===== config.mk =====
export PLATFORM = sky130hd
export DESIGN_NAME = depar_ctrl_loader
export DESIGN_NICKNAME = d
export VERILOG_FILES = /design/src/verilog/depar_pkg.sv /design/src/verilog/depar_ctrl_loader.sv
export SDC_FILE = /design/constraint.sdc
export NUM_CORES = 1
export LEC_CHECK = 0
export BUFFER_PORTS_ARGS = -buffer_cell sky130_fd_sc_hd__buf_2
export CAP_MARGIN = 30
export CELL_PAD_IN_SITES_DETAIL_PLACEMENT = 1
export CELL_PAD_IN_SITES_GLOBAL_PLACEMENT = 1
export CORE_AREA = 2 2 265 267
export CTS_CLUSTER_SIZE = 40
export DETAILED_ROUTE_END_ITERATION = 10
export DIE_AREA = 0 0 267 269
export PLACE_DENSITY_LB_ADDON = 0.1
export RECOVER_POWER = 25
export SETUP_SLACK_MARGIN = 0.4
export SLEW_MARGIN = 30
export SYNTH_ARGS = -nofsm -noshare
export SYNTH_HDL_FRONTEND = slang
export SYNTH_SLANG_ARGS = --single-unit
export TNS_END_PERCENT = 100

===== constraint.sdc =====
create_clock -name clk -period 2.5 [get_ports clk]
set_input_delay 0.25 -clock clk [delete_from_list [all_inputs] [get_ports clk]]
set_output_delay 0.25 -clock clk [all_outputs]
set_load 0.02 [all_outputs]

===== src/verilog/depar_pkg.sv =====
package depar_pkg;

	localparam int data_width_def = 512;
	localparam int tuser_width_def = 128;
	localparam int phv_width_def = 1280;
	localparam int vlan_width = 12;

	// containers packed from the top of the phv, metadata underneath
	localparam int cont_count = 8;
	localparam int cont6_bits = 48;
	localparam int cont4_bits = 32;
	localparam int cont2_bits = 16;
	localparam int phv_discard_bit = 128;

	localparam int num_actions = 10;
	localparam int action_width = 16;
	localparam int entry_width = num_actions * action_width;
	localparam int table_depth = 32;
	localparam int table_addr_width = $clog2(table_depth);
	localparam int field_width = cont6_bits;

	localparam logic [15:0] ctrl_flag_value = 16'hf2f1;
	localparam int ctrl_modid_lsb = 368;
	localparam int ctrl_flag_lsb = 320;
	localparam int ctrl_index_lsb = 384;

	typedef enum logic [1:0] {
		field_none,
		field_bytes2,
		field_bytes4,
		field_bytes6
	} field_type_e;

	typedef enum logic [3:0] {
		st_idle,
		st_wait_ram,
		st_start,
		st_extract,
		st_patch,
		st_flush_first,
		st_flush_second,
		st_flush_tail,
		st_drop_head,
		st_drop_tail
	} depar_state_e;

	typedef enum logic [1:0] {
		ctrl_idle,
		ctrl_write_first,
		ctrl_write_next
	} ctrl_state_e;

endpackage


===== src/verilog/depar_ctrl_loader.sv =====
`timescale 1ns/1ps

module depar_ctrl_loader #(
	parameter int data_width = depar_pkg::data_width_def,
	parameter logic [2:0] deparser_mod_id = 3'b101
) (
	input  logic clk,
	input  logic aresetn,
	input  logic [data_width-1:0] ctrl_tdata,
	input  logic ctrl_tvalid,
	input  logic ctrl_tlast,
	output logic tbl_wr_en,
	output logic [depar_pkg::table_addr_width-1:0] tbl_wr_addr,
	output logic [depar_pkg::entry_width-1:0] tbl_wr_data
);

	depar_pkg::ctrl_state_e state;
	logic [data_width-1:0] tdata_swapped;
	logic hdr_match;

	// control payload arrives little endian
	always_comb begin
		for (int i = 0; i < data_width/8; i++) begin
			tdata_swapped[data_width-1-8*i -: 8] = ctrl_tdata[8*i +: 8];
		end
	end

	assign hdr_match = (ctrl_tdata[depar_pkg::ctrl_modid_lsb +: 3] == deparser_mod_id) &&
		(ctrl_tdata[depar_pkg::ctrl_flag_lsb +: 16] == depar_pkg::ctrl_flag_value);

	always_ff @(posedge clk or negedge aresetn) begin
		if (!aresetn) begin
			state <= depar_pkg::ctrl_idle;
			tbl_wr_en <= 1'b0;
			tbl_wr_addr <= '0;
		end else begin
			tbl_wr_en <= 1'b0;
			case (state)
				depar_pkg::ctrl_idle: begin
					if (ctrl_tvalid && hdr_match) begin
						tbl_wr_addr <= ctrl_tdata[depar_pkg::ctrl_index_lsb +:
							depar_pkg::table_addr_width];
						state <= depar_pkg::ctrl_write_first;
					end
				end
				default: begin
					if (ctrl_tvalid) begin
						tbl_wr_en <= 1'b1;
						if (state == depar_pkg::ctrl_write_next) begin
							tbl_wr_addr <= tbl_wr_addr + 1'b1; // consecutive entries
						end
						state <= ctrl_tlast ? depar_pkg::ctrl_idle : depar_pkg::ctrl_write_next;
					end
				end
			endcase
		end
	end

	always_ff @(posedge clk) begin
		if (ctrl_tvalid) begin
			tbl_wr_data <= tdata_swapped[data_width-1 -: depar_pkg::entry_width];
		end
	end

	// a header beat seen in idle must not itself reach the table
	assert property (@(posedge clk) disable iff (!aresetn)
		state == depar_pkg::ctrl_idle |=> !tbl_wr_en)
		else $error("table write issued from idle");

endmodule


==> metrics.txt <==
Seq/Total Area, Yosys=0.937; Worst-Skew Late Latency=0.48 ns; CP Cell Sequence=nor2b_2 > and2_0 > nand3_1 > a32o_1; Pleak=4.12 nW; Die Wd=267 um; dominant cell type by area after synthesis=edfxtp_1; IO Pins=682; vias in the first global route=4,528; Post-synth ARST share=0.0476; initial antenna violation count=1; CTS Sinks=168; ANT nets after route=0; Worst path max stage delay=0.48 ns; Antenna diodes=0; placer congestion estimate=0.618; number of max-cap violations=0; peak supply drop=0.000400 V; main area contributors after synthesis=edfxtp_1, dfrtp_1, nand4bb_4; Fillers=7,913; vias=4,188; Die H=269 um; ys flop type=edfxtp_1; DRT iter0 DRCs=101; critical path buffer and inverter count=0; layout cell share with drive strength beyond 1=0.507; RSZ-0062 raised after global routing=no; CP Data Required Time=2.87 ns; Pint=5.13 mW; final slew viol count=0; NumNets Final=1,265; Yosys top cell area share=0.899; hold_ws=0.110 ns; largest net degree at the start of global routing=66; crit-path leading delay family=simple AND/OR/NAND/NOR gates; critical path's slowest cell=dfrtp_1; Hold Path Class=in -> reg; CP Max Fanout=7; Worst Setup Path Type=reg -> reg; num rows=97; Residual DRC=0; Worst Path Arrival=1.90 ns; Final min period=1.53 ns; CP Launch Type=flop; clock power share=0.370; status=finished clean; clk slew on worst S/H paths=0.08 ns; drt first pass iters=4; Initial Util=0.0771; placed insts=1,509; CTS tree=done; Layout Cells excl Fill=1,700; Syn-to-layout area delta=95.6%; power per cell area=674 nW/um2; clock buffer depth=2; H-Tree Depth=4; quantity of hold-fixing buffers added after cts=160; Fmax=0.653 GHz; Sw Pwr=1.92 mW; Final period util=0.612; Yosys reg bits=168; Reg power frac=0.482; most frequent cells in the layout=buf_2, dlygate4sd3_1, edfxtp_1, clkbuf_16, dfrtp_1; number of synthesized flops with an enable pin=160; Post-Syn Area=5340 um2; post-synth net total=732; element type at the critical path end=flop; final-report setup violation count=0; combinational share of power=0.148; routed len/inst=13.9 um; Overflow after GRT=0; CORE AREA=69,300 um2; IO buf count=353; Die Footprint=71,800 um2; root buffer cell=clkbuf_16; most common cell after layout, fill and taps aside=buf_2; Final Hold Fails=0; Num CTS Buffers=17; total track usage=0.0651; first-pass GRT wire length=32,100 um; via/cell ratio=2.46; Distinct cells, synth=32; CTS resizes=0; Routed WL=23,600 um; final setup TNS=0 ns; Worst Tran Pin Value=1.49 ns; syn avg cell area=24.9 um2; postcts setup bufs=0; Final Skew=0.00852 ns; DPL Wire Length=18,000 um; slew margin rel.=0.00735; area occupied by multi-input gates=323 um2; switching part of the total=0.272; FF+latch area=5000 um2; YS warnings=0; Gate Count Post-Synth=215
## logic make-up (layout without fill, tap and decap cells)
family / Yosys count / count (layout) / share of synthesized area
buffers and inverters: 4 / 549 / 0.00304
DFF: 168 / 168 / 0.937
adders and majority gates: 1 / 1 / 0.00234
muxes: 2 / 2 / 0.00375
and+or+nand+nor: 24 / 24 / 0.0325
AOI/OAI and AO/OA: 16 / 16 / 0.0218
## flip-flops by register name, summed over array words and instances (netlist names)
| name | count |
|---|---|
| state | 2 |
| tbl_wr_addr | 5 |
| tbl_wr_data | 160 |
| tbl_wr_en | 1 |
## power groups by stage
stage	clock network, mW	logic [mW]	registers (mW)
after global routing	2.89	1.13	3.43
after floorplan	0	0.0405	3.76
after global placement	0	0.877	3.46
after CTS	2.82	1.08	3.40
after detailed placement	0	0.868	3.46
final	2.61	1.04	3.40
## per-stage QoR
step	power [mW]	utilization	cell area, um2	setup slack [ns]
4_1_cts	7.31	0.151	10500	0.931
6_report	7.05	0.151	10500	0.970
3_5_place_dp	4.33	0.120	8330	0.922
5_1_grt	7.44	0.151	10500	0.804
3_3_place_gp	4.34	0.120	8330	0.881
2_1_floorplan	3.80	-	5340	1.12
## cell type report
class	instances	area share
inverters	2	0.000718
repair buffers	516	0.326
flip-flops and latches	168	0.479
multi-input cells	43	0.0309
clock inverters	13	0.0103
clock buffers	18	0.0411
well taps	940	0.113
## per-layer routing
metal,part of all wire,vias to the layer above,track usage,wire [um]
li1,-,1936,-,-
met1,0.40,2012,0.0716,9330
met2,0.48,218,0.103,11300
met3,0.10,22,0.0346,2470
met4,0.019,0,0.0323,448
met5,0,-,0,0
## synth_stat cells (all sizes together), types with 2 or more instances
master / number
a21oi: 2
a22oi: 2
a32o: 2
and2: 2
dfrtp: 8
edfxtp: 160
inv: 2
mux2i: 2
nand2: 7
nand3: 5
nand4bb: 2
nor2: 2
nor2b: 2
o21ai: 2
o31ai: 2
## tightest hold or removal path, cell delays in order
cell and delay [ns]:
buf_2 0.09, nand2_1 0.04, o31ai_1 0.06, a32o_1 0.12
## final timing paths
| kind | start | endpoint | slack (ns) | depth (start not counted) |
|---|---|---|---|---|
| worst max-delay path | state[0] | tbl_wr_addr[3] | 0.97 | 4 |
| worst max register to register | state[0] | tbl_wr_addr[3] | 0.97 | 4 |
| min in group asynchronous | aresetn | tbl_wr_addr[4] | 0.29 | 2 |
| max in group asynchronous | aresetn | state[1] | 1.82 | 2 |
| worst min-delay path | ctrl_tdata[388] | tbl_wr_addr[4] | 0.11 | 4 |
| worst min register to register | tbl_wr_addr[4] | tbl_wr_addr[4] | 0.58 | 1 |
Power figures use the tool's default switching activity.
